===== config.mk =====
export PLATFORM = sky130hd
export DESIGN_NAME = lsu_align
export DESIGN_NICKNAME = d
export VERILOG_FILES = /design/src/design/rs5_mem_pkg.sv /design/src/design/lsu_align.sv
export SDC_FILE = /design/constraint.sdc
export NUM_CORES = 1
export LEC_CHECK = 0
export ABC_AREA = 1
export BUFFER_PORTS_ARGS = -buffer_cell sky130_fd_sc_hd__buf_4
export CAP_MARGIN = 20
export CELL_PAD_IN_SITES_DETAIL_PLACEMENT = 0
export CELL_PAD_IN_SITES_GLOBAL_PLACEMENT = 1
export CORE_MARGIN = 10
export CORE_UTILIZATION = 26
export DETAILED_ROUTE_END_ITERATION = 10
export PLACE_DENSITY = 0.9
export SLEW_MARGIN = 30
export SYNTH_ARGS = -nofsm -noshare
export SYNTH_HDL_FRONTEND = slang
export SYNTH_SLANG_ARGS = --single-unit

===== constraint.sdc =====
create_clock -name clk -period 2.45 [get_ports clk]
set_input_delay 0.1225 -clock clk [delete_from_list [all_inputs] [get_ports clk]]
set_output_delay 0.1225 -clock clk [all_outputs]
set_load 0.02 [all_outputs]

===== src/dv/mem_image.hex =====
// Initial RAM bytes, one per line, from address 0
78
56
34
12
ef
be
ad
de
80
7f
ff
01
11
22
33
c4
@020
a5
5a
96
69


===== src/design/rs5_mem_pkg.sv =====
// Memory subsystem shared definitions

package rs5_mem_pkg;

    ////////////////////////////////////////////////////////////
    // Memory geometry
    ////////////////////////////////////////////////////////////

    localparam int MEM_BYTES  = 1024;                // RAM size in bytes
    localparam int ADDR_W     = $clog2(MEM_BYTES);   // Byte address width
    localparam int WORD_BYTES = 4;                   // RV32 word
    localparam int LANE_W     = $clog2(WORD_BYTES);  // Byte lane select bits
    localparam int RAM_PORTS  = 2;                   // Port A and port B

    // Hex image, one byte per line, loaded at time zero
    localparam string IMAGE_FILE = "/design/src/dv/mem_image.hex";

    ////////////////////////////////////////////////////////////
    // Data types
    ////////////////////////////////////////////////////////////

    typedef logic [8*WORD_BYTES-1:0] word_t;   // Data word
    typedef logic [ADDR_W-1:0]       addr_t;   // Byte address
    typedef logic [WORD_BYTES-1:0]   be_t;     // Bit n enables lane n

    // Load and store operations, RISC-V naming
    typedef enum logic [2:0] {
        OP_LB,      // Load byte, sign extended
        OP_LH,      // Load half, sign extended
        OP_LW,      // Load word
        OP_LBU,     // Load byte, zero extended
        OP_LHU,     // Load half, zero extended
        OP_SB,      // Store byte
        OP_SH,      // Store half
        OP_SW       // Store word
    } mem_op_e;

    // Byte and half accesses in the low lanes
    localparam be_t BE_BYTE = be_t'(4'b0001);
    localparam be_t BE_HALF = be_t'(4'b0011);
    localparam be_t BE_WORD = be_t'(4'b1111);

endpackage


===== src/design/lsu_align.sv =====
// Load/store alignment unit

module lsu_align
    import rs5_mem_pkg::*;
(
    input  logic    clk,
    input  logic    rst_n_i,

    // Master side
    input  logic    en_i,          // Access strobe
    input  mem_op_e op_i,
    input  addr_t   addr_i,        // Byte address
    input  word_t   wdata_i,       // Store data, right aligned
    output word_t   rdata_o,       // Extended load result
    output logic    err_o,         // Misaligned request, one cycle late

    // RAM side
    output logic    mem_en_o,
    output be_t     mem_be_o,
    output addr_t   mem_addr_o,    // Word aligned
    output word_t   mem_wdata_o,   // Lane shifted
    input  word_t   mem_rdata_i    // Raw word, one cycle after request
);

    ////////////////////////////////////////////////////////////
    // Request decode
    ////////////////////////////////////////////////////////////

    logic [LANE_W-1:0] lane;       // Low address bits
    logic              is_store;
    logic              misaligned;
    be_t               width_be;   // Mask before the lane shift

    assign lane = addr_i[LANE_W-1:0];

    always_comb begin
        is_store   = 1'b0;
        misaligned = 1'b0;
        width_be   = '0;
        unique case (op_i)
            OP_LW: begin
                misaligned = (lane != '0);
            end
            OP_LH, OP_LHU: begin
                misaligned = lane[0];
            end
            OP_LB, OP_LBU: begin
                misaligned = 1'b0;                  // Bytes never misalign
            end
            OP_SW: begin
                is_store   = 1'b1;
                misaligned = (lane != '0);
                width_be   = BE_WORD;
            end
            OP_SH: begin
                is_store   = 1'b1;
                misaligned = lane[0];
                width_be   = BE_HALF;
            end
            OP_SB: begin
                is_store   = 1'b1;
                width_be   = BE_BYTE;
            end
            default: begin
                misaligned = 1'b0;
            end
        endcase
    end

    ////////////////////////////////////////////////////////////
    // RAM request
    ////////////////////////////////////////////////////////////

    assign mem_en_o    = en_i && !misaligned;          // Misaligned never reaches RAM
    assign mem_be_o    = is_store ? be_t'(width_be << lane) : '0;   // Zero mask for loads
    assign mem_addr_o  = {addr_i[ADDR_W-1:LANE_W], {LANE_W{1'b0}}};
    assign mem_wdata_o = wdata_i << {lane, 3'b000};    // Into the byte lane

    ////////////////////////////////////////////////////////////
    // Response tracking
    ////////////////////////////////////////////////////////////

    mem_op_e           op_q;
    logic [LANE_W-1:0] lane_q;
    logic              load_q;     // Aligned load in flight
    logic              err_q;

    always_ff @(posedge clk or negedge rst_n_i) begin
        if (!rst_n_i) begin
            op_q   <= OP_LW;
            lane_q <= '0;
            load_q <= 1'b0;
            err_q  <= 1'b0;
        end
        else begin
            op_q   <= op_i;
            lane_q <= lane;
            load_q <= en_i && !misaligned && !is_store;
            err_q  <= en_i && misaligned;           // High for exactly one cycle
        end
    end

    assign err_o = err_q;

    ////////////////////////////////////////////////////////////
    // Load extraction
    ////////////////////////////////////////////////////////////

    word_t shifted;                // Addressed byte moved to lane 0

    assign shifted = mem_rdata_i >> {lane_q, 3'b000};

    always_comb begin
        rdata_o = '0;                                  // Stores and idle read zero
        if (load_q) begin
            unique case (op_q)
                OP_LB:   rdata_o = {{24{shifted[7]}}, shifted[7:0]};
                OP_LBU:  rdata_o = {24'h0, shifted[7:0]};
                OP_LH:   rdata_o = {{16{shifted[15]}}, shifted[15:0]};
                OP_LHU:  rdata_o = {16'h0, shifted[15:0]};
                OP_LW:   rdata_o = mem_rdata_i;        // Lane is always 0 here
                default: rdata_o = '0;
            endcase
        end
    end

endmodule


== After elaboration in Yosys (flattened, before gate mapping) ==
Index checks and enable logic that the tools add are counted.
Storage, ports and cells
  bits in registers: 7
  output and inout bits: 80
  word-level logic and storage cells: 33
Cells by class
  equality and inequality tests: 10
  shifts and indexed selects: 3
  multiplexer cells: 6
  reduce and logical (&&, ||, !) cells: 10
Operator list (count)
  one-hot mux 32 bit (5 select lines): 1
  2-to-1 mux 32 bit: 1
  << shifter 32 x 5 -> 32 bit: 1
  >> shifter 32 x 5 -> 16 bit: 1
  == test 3 bit (second input constant): 5
  one-hot mux 4 bit (3 select lines): 1
  == test 3 x 2 -> 1 bit (second input constant): 3
  == test 3 x 1 -> 1 bit (second input constant): 2
  OR reduction 3 bit: 2
  2-to-1 mux 4 bit: 1
  << shifter 4 x 2 -> 4 bit: 1
  logical AND 1 bit: 3
  logical NOT 3 bit: 1
  logical NOT 1 bit: 2
  one-hot mux 1 bit (2 select lines): 1
  nonzero test 2 bit: 1
  OR reduction 2 bit: 1
  2-to-1 mux 1 bit: 1

== Depth between registers and ports, before layout ==
Gate-level depths: netlist of the first run.
  depth after elaboration: 6
  depth in mapped cells: 9

== Least setup slack after synthesis of the first run ==
No wires, ideal clock.
  path kind: flip-flop to output port
  start point: reg op_q[1]
  end point: out rdata_o[0]
  arrival: 1487 ps
  data required time: 2328 ps
  setup slack: 841 ps
  cell stages (with the launch flop): 6
  buffers on the path: 1
  cell sequence: dfstp_2 > inv_1 > nor3_2 > clkbuf_1 > nand2_1 > a21oi_1
On the way
  cells in the longest elaborated chain, start to end: 3
  elaborated cells between the ends (all ways): 7
  those cells by class: eq/ne: 4; mux: 2; reduce/logical: 1
Ends and longest elaborated chain
  start: declaration: RTL line lsu_align.sv:83  | mem_op_e op_q;
  start signal: assignment: RTL line lsu_align.sv:96  | op_q <= op_i;
  == test 3 x 2 -> 1 bit (tied with other cells): RTL line lsu_align.sv:116  | unique case (op_q)
  one-hot mux 32 bit (5 select lines) (*): RTL line lsu_align.sv:116
  2-to-1 mux 32 bit (*): RTL line lsu_align.sv:115  | if (load_q) begin
  end: declaration: RTL line lsu_align.sv:14  | output word_t rdata_o,
Mark *: on every way between the ends. The rest lies on a longest branch, timed or not.

== Final worst setup path of the first run ==
  start point: reg lane_q[0]
  end point: out rdata_o[11]
On the way
  cells in the longest elaborated chain, start to end: 3
Ends and longest elaborated chain
  start: declaration: RTL line lsu_align.sv:84  | logic [LANE_W-1:0] lane_q;
  start signal: assignment: RTL line lsu_align.sv:97  | lane_q <= lane;
  >> shifter 32 x 5 -> 16 bit: RTL line lsu_align.sv:111  | assign shifted = mem_rdata_i >> {lane_q, 3'b000};
  one-hot mux 32 bit (5 select lines): RTL line lsu_align.sv:116
  2-to-1 mux 32 bit: RTL line lsu_align.sv:115
No other way between the ends.

==> reports/metrics.csv, run 1 <==
metric;value;unit
number of library cell types mapped by synthesis;27;
Post-synth ARST share;1.00;
Non-Filler Instances;649;
final worst-path setup slack;245;ps
minimum clock period;2200;ps
Multi-input gate area;1410;sq um
endpoints failing hold;0;
nets;628;
Synth area leaders;nand2_1 (28%), inv_1 (14%), nand3_1 (9.4%);
Max-Cap Viols;0;
Seq/Total Area, Yosys;0.0850;
remaining antenna violation count;0;
warnings from Yosys;0;
DR vias;2950;
Worst path top cell family by delay;simple AND/OR/NAND/NOR gates;
top cells by count, synth;nand2_1 (155), inv_1 (77), nor2_1 (47), nand3_1 (39), o21ai_0 (20);
# placed instances;644;
Synth-to-Final Area Change;52.2;%
CTS tree;built;
pre-CTS WS;464;ps
met1 WL;3570;um
drt via density;4.55;
core outline area;7730;sq um
total CTS buffers;3;
initial drt markers;81;
CP Capture Type;output port;
All-Layer GR Usage;0.141;
Yosys top cell by area;nand2_1;
WL/cell;14.1;um
TritonRoute pass-1 iters;4;
CP bufs+invs;3;
placement row count;32;
Slew headroom;0.536;
Synth Area in Adders;0;
flops & latches, synth;7;
cell area power density;265;nW/um^2
critical path, cell by cell;buf_4, nand2_1, nand3_1, nand3_2, nand3_1, nand2_1, inv_1, buf_4;
WS Path Type;flop to output port;
CP max stage delay;430;ps
leakage;2.03;nW
root buf cell;clkbuf_8;
simple-gate area share of the yosys netlist;0.516;
post-DP HPWL;7560;um
PortBufs;141;
Compound-Gate Fraction of Synth Area;0.156;
fmax;0.454;GHz
GRT overflow;0;
Max VDD drop;0.000143;V
WP data required;2330;ps
Min-Delay Path Class;primary input to flop;
crit path launch type;flop;
initial antenna violation count;0;
global-route wire length before repair;13900;um
drt drc;0;
Max Slew Vio Count;0;
outcome;finished, final reports clean;
RSZ-0062 raised after global routing;no;
WL met3;1510;um
Total Wirelength;9120;um
top layer in use;met4;
GP Congestion;0.832;
Fillers;879;
Initial Utilization;0.268;
ant diodes;0;
WL met2;3920;um
mux contribution to synthesized area;0;
IO Pins;160;
htree depth;1;
Max FO, Critical Path;32;
Least-Margin Pin Slew;691;ps
Syn Std Cell Area;2070;sq um
CP Data Arrival Time;2080;ps
fin crit share;0.900;
largest family of logic cells by synthesized area;simple AND/OR/NAND/NOR gates;
count leader, synth;nand2_1;
post-synthesis xor/xnor area fraction;0;
final setup TNS;0;ps
worst-case clock buffer depth;2;
Die W;109;um
Setup-failing EPs final;0;
share of cells above drive strength 1;0.302;
Syn Area/Cell;4.87;sq um
Synth top area share;0.280;
post-synthesis cell count;426;
die area;12000;sq um
Clock transition at path regs;40;ps
Clock Sink Count;7;
vias in the first global route;2885;
dominant synthesized flop cell;dfrtp_1;
Post-synth EDFFs;0;
Layout Utilization;0.409;
post-CTS setup buffers;0;
die height;109;um
Worst path slowest cell;nand3_2;
register area;176;sq um
largest net degree at the start of global routing;33;
==> sequential cells by signal, indices dropped and copies added, names as in the netlist <==
register,count
op_q,3
lane_q,2
err_o,1
load_q,1
==> power breakdown <==
part           internal, W  switching, W
combinational     0.000230      0.000321
clock             0.000110     0.0000490
sequential        0.000123    0.00000481
total             0.000463      0.000375
==> path summary, 6_finish.rpt <==
kind	depth (start not counted)	endpoint	startpoint
max	8	rdata_o[11]	lane_q[0]
min	1	op_q[1]	op_i[1]
max in group asynchronous	2	op_q[1]	rst_n_i
min in group asynchronous	2	op_q[2]	rst_n_i
==> logic make-up (layout without fill, tap and decap cells) <==
group / Yosys count / in the layout
AND/OR/NAND/NOR: 254 / 254
buffers and inverters: 110 / 230
AO/OA/AOI/OAI: 54 / 54
flip-flops: 7 / 7
other: 1 / 2
==> cell usage in the layout (no fill, tap or decap), drive strengths merged, types with 2 or more instances in the layout <==
cell    count
a21oi       8
a22oi       3
buf       145
clkbuf      3
conb        2
dfrtp       6
inv        80
nand2     158
nand3      45
nor2       49
nor3        2
o211ai      8
o21a        3
o21ai      27
o221ai      5
==> per-stage QoR <==
stage	area, sq um	hold WS, ps	total power, W
finish	3160	23.7	0.000838
CTS	3160	19.0	0.000847
global route	3160	18.3	0.000910
detailed placement	3100	-59.6	0.000682
floorplan	2080	-173	0.000453
global placement	3100	-62.4	0.000678
==> timing repair <==
item | in CTS | in global routing
gates resized for setup | 0 | 0
hold buffers | 1 | 0
hold endpoints to repair | 7 | 0
==> metal layers <==
| metal | global-route usage | vias to the layer above |
|---|---|---|
| met5 | 0 | - |
| met3 | 0.0878 | 11 |
| met1 | 0.152 | 1259 |
| met4 | 0.0325 | 0 |
| met2 | 0.228 | 148 |
| li1 | - | 1532 |
==> area by class of cell <==
cell class                      instances  share of cell area
Sequential cell                         7              0.0559
Timing Repair Buffer                  146               0.348
Clock inverter                          1             0.00159
Multi-Input combinational cell        310               0.446
Clock buffer                            3              0.0131
Tap cell                              102              0.0404
Inverter                               80              0.0951
Note: power is estimated with default switching activity, not from simulation.
==> run 2, diff against run 1 <==
- CORE_UTILIZATION: 26 -> 24
- HOLD_SLACK_MARGIN: unset -> 0.1
- PLACE_DENSITY: 0.9 -> 0.84
- clock period: 2.45 -> 2.2 ns (I/O delays scaled with it)
==> run 2 against run 1 <==
Total power rose by 12%. Design area rose by 2.5%. Global-route usage fell by 1.1 points. Sequential share of layout area fell by 0.13 points. Setup slack improved by 13 ps. Non-clock buffer count rose by 8. Core utilization fell by 1.9 points. Clock power rose by 9%. Critical path type unchanged.
==> reports/metrics.csv, run 2 (same netlist as run 1, synthesis figures left out) <==
metric;value;unit;change
crit path launch type;flop;;
Max FO, Critical Path;24;;-25%
drt via density;4.46;;-1.8%
root buf cell;clkbuf_8;;
endpoints failing hold;0;;unchanged
worst-case clock buffer depth;2;;unchanged
Clock transition at path regs;40;ps;about the same
CP bufs+invs;3;;unchanged
Non-Filler Instances;660;;+1.7%
Top Registers;op_q: 3 flops, lane_q: 2 flops;;
most frequent cells in the layout;nand2_1 (155), buf_4 (150), inv_1 (77), nor2_1 (47), nand3_1 (39);;
vias in the first global route;2952;;+2.3%
Clock Sink Count;7;;unchanged
WHS Path Cells;1;;unchanged
max reg flops;3;;unchanged
area of placed instances;3140;sq um;+1.3%
share of cells above drive strength 1;0.305;;+0.00286
WP data required;2090;ps;-240 ps
WHS Endpoint;lane_q[1];;
cell area power density;291;nW/um^2;+9.7%
DR vias;2945;;-0.17%
Max VDD drop;0.000131;V;-8.4%
Setup crit start;lane_q[0];;
Synth-to-Final Area Change;55.9;%;
commonest non-fill, non-tap cell in the layout;nand2_1;;
critical path, cell by cell;inv_2, nand2_1, nand3_1, nand3_4, nand3_1, nand2_1, inv_1, buf_4;;
die height;113;um;+3.3%
Worst path slowest cell;dfrtp_1;;
largest net degree at the start of global routing;33;;unchanged
outcome;finished, final reports clean;;
CTS tree;built;;
nets;636;;+1.3%
leakage;2.07;nW;+1.7%
drt drc;0;;unchanged
Layout Utilization;0.390;;-0.0188
hold_sp;addr_i[1];;
placement row count;33;;+3.1%
post-CTS setup buffers;0;;unchanged
fin crit share;0.882;;
Setup-failing EPs final;0;;unchanged
PortBufs;141;;unchanged
TritonRoute pass-1 iters;4;;unchanged
IO Pins;160;;unchanged
# placed instances;652;;+1.2%
WL/cell;13.8;um;-1.5%
ant diodes;0;;unchanged
initial antenna violation count;0;;unchanged
final setup TNS;0;ps;unchanged
remaining antenna violation count;0;;unchanged
core outline area;8300;sq um;+7.4%
CP max stage delay;400;ps;-30 ps
minimum clock period;1940;ps;
Min-Delay Path Class;primary input to flop;;
post-route cell area;3230;sq um;+2.5%
Die W;113;um;+3.3%
Max-Cap Viols;0;;unchanged
GRT overflow;0;;unchanged
GP Congestion;0.838;;+0.83%
global-route wire length before repair;14300;um;+3.2%
CP Data Arrival Time;1830;ps;-250 ps
fmax;0.515;GHz;
post-DP HPWL;7670;um;+1.5%
largest reg by FF count;op_q;;
Total Wirelength;9140;um;+0.19%
Worst path top cell family by delay;simple AND/OR/NAND/NOR gates;;
htree depth;1;;unchanged
All-Layer GR Usage;0.130;;-0.0109
Initial Utilization;0.250;;-0.0185
total CTS buffers;3;;unchanged
RSZ-0062 raised after global routing;no;;
CP Capture Type;output port;;
die area;12800;sq um;+6.8%
initial drt markers;87;;+7.4%
WS Path Type;flop to output port;;
Max Slew Vio Count;0;;unchanged
-- run 2: worst max-delay path by stage --
stage          slack (ps)           to  depth (start not counted)
4_1_cts                10  rdata_o[19]                          8
3_3_place_gp          340  rdata_o[15]                          8
6_report              260  rdata_o[13]                          8
5_1_grt                80  rdata_o[13]                          8
2_1_floorplan         600   rdata_o[0]                          5
3_5_place_dp          250  rdata_o[19]                          8
-- run 2: report_power, final --
part           switching [W]  internal, W
combinational       0.000358     0.000266
sequential        0.00000695     0.000138
clock              0.0000481     0.000125
-- run 2: layout make-up --
cell class,count,area (sq um)
Clock buffer,4,45.0
Fill cell,922,5060
Inverter,80,300
Multi-Input combinational cell,310,1420
Sequential cell,7,176
Tap cell,105,131
Timing Repair Buffer,154,1170
-- run 2: per-stage QoR --
| step | power, W | hold slack, ps | worst slack (ps) |
|---|---|---|---|
| 3_3_place_gp | 0.000765 | -72.3 | 337 |
| 6_report | 0.000941 | 134 | 259 |
| 5_1_grt | 0.00103 | 136 | 81.9 |
| 2_1_floorplan | 0.000504 | -186 | 603 |
| 3_5_place_dp | 0.000768 | -71.4 | 250 |
| 4_1_cts | 0.000954 | 131 | 11.9 |
-- run 2: layer usage --
layer  track usage  share of wire
met1         0.154           0.43
met2         0.208           0.42
met3        0.0681           0.14
met4        0.0161         0.0049
met5             0              0
-- run 2: repair_timing --
item                       CTS  global route
setup endpoints to repair    0            24
resized for setup            0             1
hold buffers                 4             0
hold endpoints to repair    10             0
==> run 3, diff against run 2 <==
- CORE_MARGIN: 10 -> 4
==> run 3 against run 2 <==
Worst hold slack improved by 6.8 ps. Clock power barely moved. Core utilization about the same. Routed wire length down 7.9%. First-iteration DRC count decreased by 2.3%. Setup slack improved by 42 ps. Non-clock buffer count up 2. Sequential power is essentially flat. Total power fell by 0.43%.
==> reports/metrics.csv, run 3 (same netlist as run 1, synthesis figures left out) <==
metric;value;unit;change
drt via density;4.55;;+2.0%
CP Data Arrival Time;1790;ps;-40 ps
Clock transition at path regs;40;ps;about the same
die height;101;um;-11%
Synth-to-Final Area Change;56.0;%;about the same
die area;10200;sq um;-20%
fmax;0.527;GHz;+2.2%
leakage;2.08;nW;+0.29%
fin crit share;0.863;;-0.0193
All-Layer GR Usage;0.160;;+0.0308
WS Path Type;flop to output port;;
Worst path slowest cell;dfrtp_1;;
WL/cell;12.7;um;-8.2%
Fillers;951;;+3.1%
drt drc;0;;unchanged
Die W;101;um;-11%
WP data required;2090;ps;about the same
GRT overflow;0;;unchanged
Final Total Pwr;0.000937;W;-0.43%
sw frac;0.435;;-0.00364
minimum clock period;1900;ps;-42.4 ps
hold_sp;addr_i[1];;
pre-CTS WS;523;ps;+273 ps
post-CTS resize count;0;;unchanged
CTS tree;built;;
sequential share of power;0.152;;about the same
core outline area;8300;sq um;unchanged
cell area power density;290;nW/um^2;-0.47%
most frequent cells in the layout;nand2_1 (155), buf_4 (152), inv_1 (77), nor2_1 (47), nand3_1 (39);;
global-route wire length before repair;13700;um;-4.6%
share of cells above drive strength 1;0.307;;+0.00250
initial antenna violation count;0;;unchanged
worst-case clock buffer depth;2;;unchanged
RSZ-0062 raised after global routing;no;;
remaining antenna violation count;0;;unchanged
GP Congestion;0.840;;+0.20%
CP Capture Type;output port;;
final worst-path setup slack;301;ps;+42.4 ps
Top Registers;op_q: 3 flops, lane_q: 2 flops;;
largest net degree at the start of global routing;33;;unchanged
nets;638;;+0.31%
ant diodes;0;;unchanged
DR vias;3014;;+2.3%
Max FO, Critical Path;17;;-29%
IO Pins;160;;unchanged
largest reg by FF count;op_q;;
outcome;finished, final reports clean;;
initial drt markers;85;;-2.3%
Max VDD drop;0.000133;V;+1.2%
critical path, cell by cell;buf_4, nor2_4, nand2_2, nand2_2, nand2_4, nand3_1, nand2_1, inv_1, buf_4;;
PortBufs;141;;unchanged
Total Wirelength;8420;um;-7.9%
Min-Delay Path Class;primary input to flop;;
Max Slew Vio Count;0;;unchanged
Min Hold Slack;141;ps;+6.82 ps
Max-Cap Viols;0;;unchanged
Setup-failing EPs final;0;;unchanged
endpoints failing hold;0;;unchanged
internal cell power;0.000530;W;+0.21%
switching power;0.000407;W;-1.3%
Initial Utilization;0.250;;unchanged
part of the power in combinational logic;0.664;;about the same
WHS Endpoint;lane_q[1];;
root buf cell;clkbuf_8;;
htree depth;1;;unchanged
post-CTS setup buffers;0;;unchanged
WHS Path Cells;1;;unchanged
TritonRoute pass-1 iters;5;;+1
Clock Sink Count;7;;unchanged
crit path launch type;flop;;
CP max stage delay;410;ps;about the same
vias in the first global route;2926;;-0.88%
final setup TNS;0;ps;unchanged
commonest non-fill, non-tap cell in the layout;nand2_1;;
placement row count;33;;unchanged
max reg flops;3;;unchanged
post-DP HPWL;6880;um;-10%
Clk network pwr share;0.183;;about the same
Layout Utilization;0.390;;about the same
total CTS buffers;3;;unchanged
run 3: changes by cell type in the layout (fill, tap and decap cells not counted), sizes merged:
cell | before | now
buf | 150 | 152
run 3: repair_timing:
item | in CTS | in global routing
endpoints found under the hold margin | 10 | 0
hold buffers | 4 | 0
endpoints found under the setup margin | 0 | 0
run 3: power groups by stage:
stage / Combinational, W / Clock (W) / Sequential (W)
floorplan: 0.000357 / 0 / 0.000147
global placement: 0.000619 / 0 / 0.000144
detailed placement: 0.000621 / 0 / 0.000145
CTS: 0.000629 / 0.000178 / 0.000143
global route: 0.000694 / 0.000190 / 0.000144
finish: 0.000622 / 0.000172 / 0.000143
run 3: area by class of cell:
class / instances / area [sq um] / share of cell area
repair buffers: 156 / 1180 / 0.365
well taps: 105 / 131 / 0.0406
flip-flops and latches: 7 / 176 / 0.0545
clock buffers: 4 / 45.0 / 0.0139
multi-input cells: 310 / 1400 / 0.433
inverters: 80 / 300 / 0.0928
run 3: through the flow:
| step | instances | instance area (sq um) |
|---|---|---|
| 2_1_floorplan | 427 | 2080 |
| 3_3_place_gp | 654 | 3150 |
| 3_5_place_dp | 654 | 3150 |
| 4_1_cts | 662 | 3240 |
| 5_1_grt | 662 | 3240 |
| 6_report | 662 | 3240 |
run 3: metal layers:
layer / up-vias / GRT usage / part of all wire
li1: 1556 / - / -
met4: 0 / 0.0174 / 0.0024
met3: 4 / 0.0478 / 0.12
met1: 1314 / 0.204 / 0.42
met2: 140 / 0.277 / 0.45
met5: - / 0 / 0
run 3: worst max-delay path, delay by kind of cell, from the launching register on:
family,cells,cell delay [ps]
DFF,1,410
and+or+nand+nor,6,730
buffers and inverters,3,410
run 3: worst max-delay path by stage:
| stage | start | endpoint | slack [ps] | depth (start not counted) |
|---|---|---|---|---|
| after CTS | lane_q[0] | rdata_o[19] | 280 | 9 |
| final | lane_q[0] | rdata_o[19] | 300 | 9 |
| after global placement | lane_q[0] | rdata_o[19] | 550 | 9 |
| after global routing | lane_q[0] | rdata_o[20] | 130 | 9 |
| after detailed placement | lane_q[0] | rdata_o[19] | 520 | 9 |
| after floorplan | op_q[1] | rdata_o[0] | 600 | 5 |
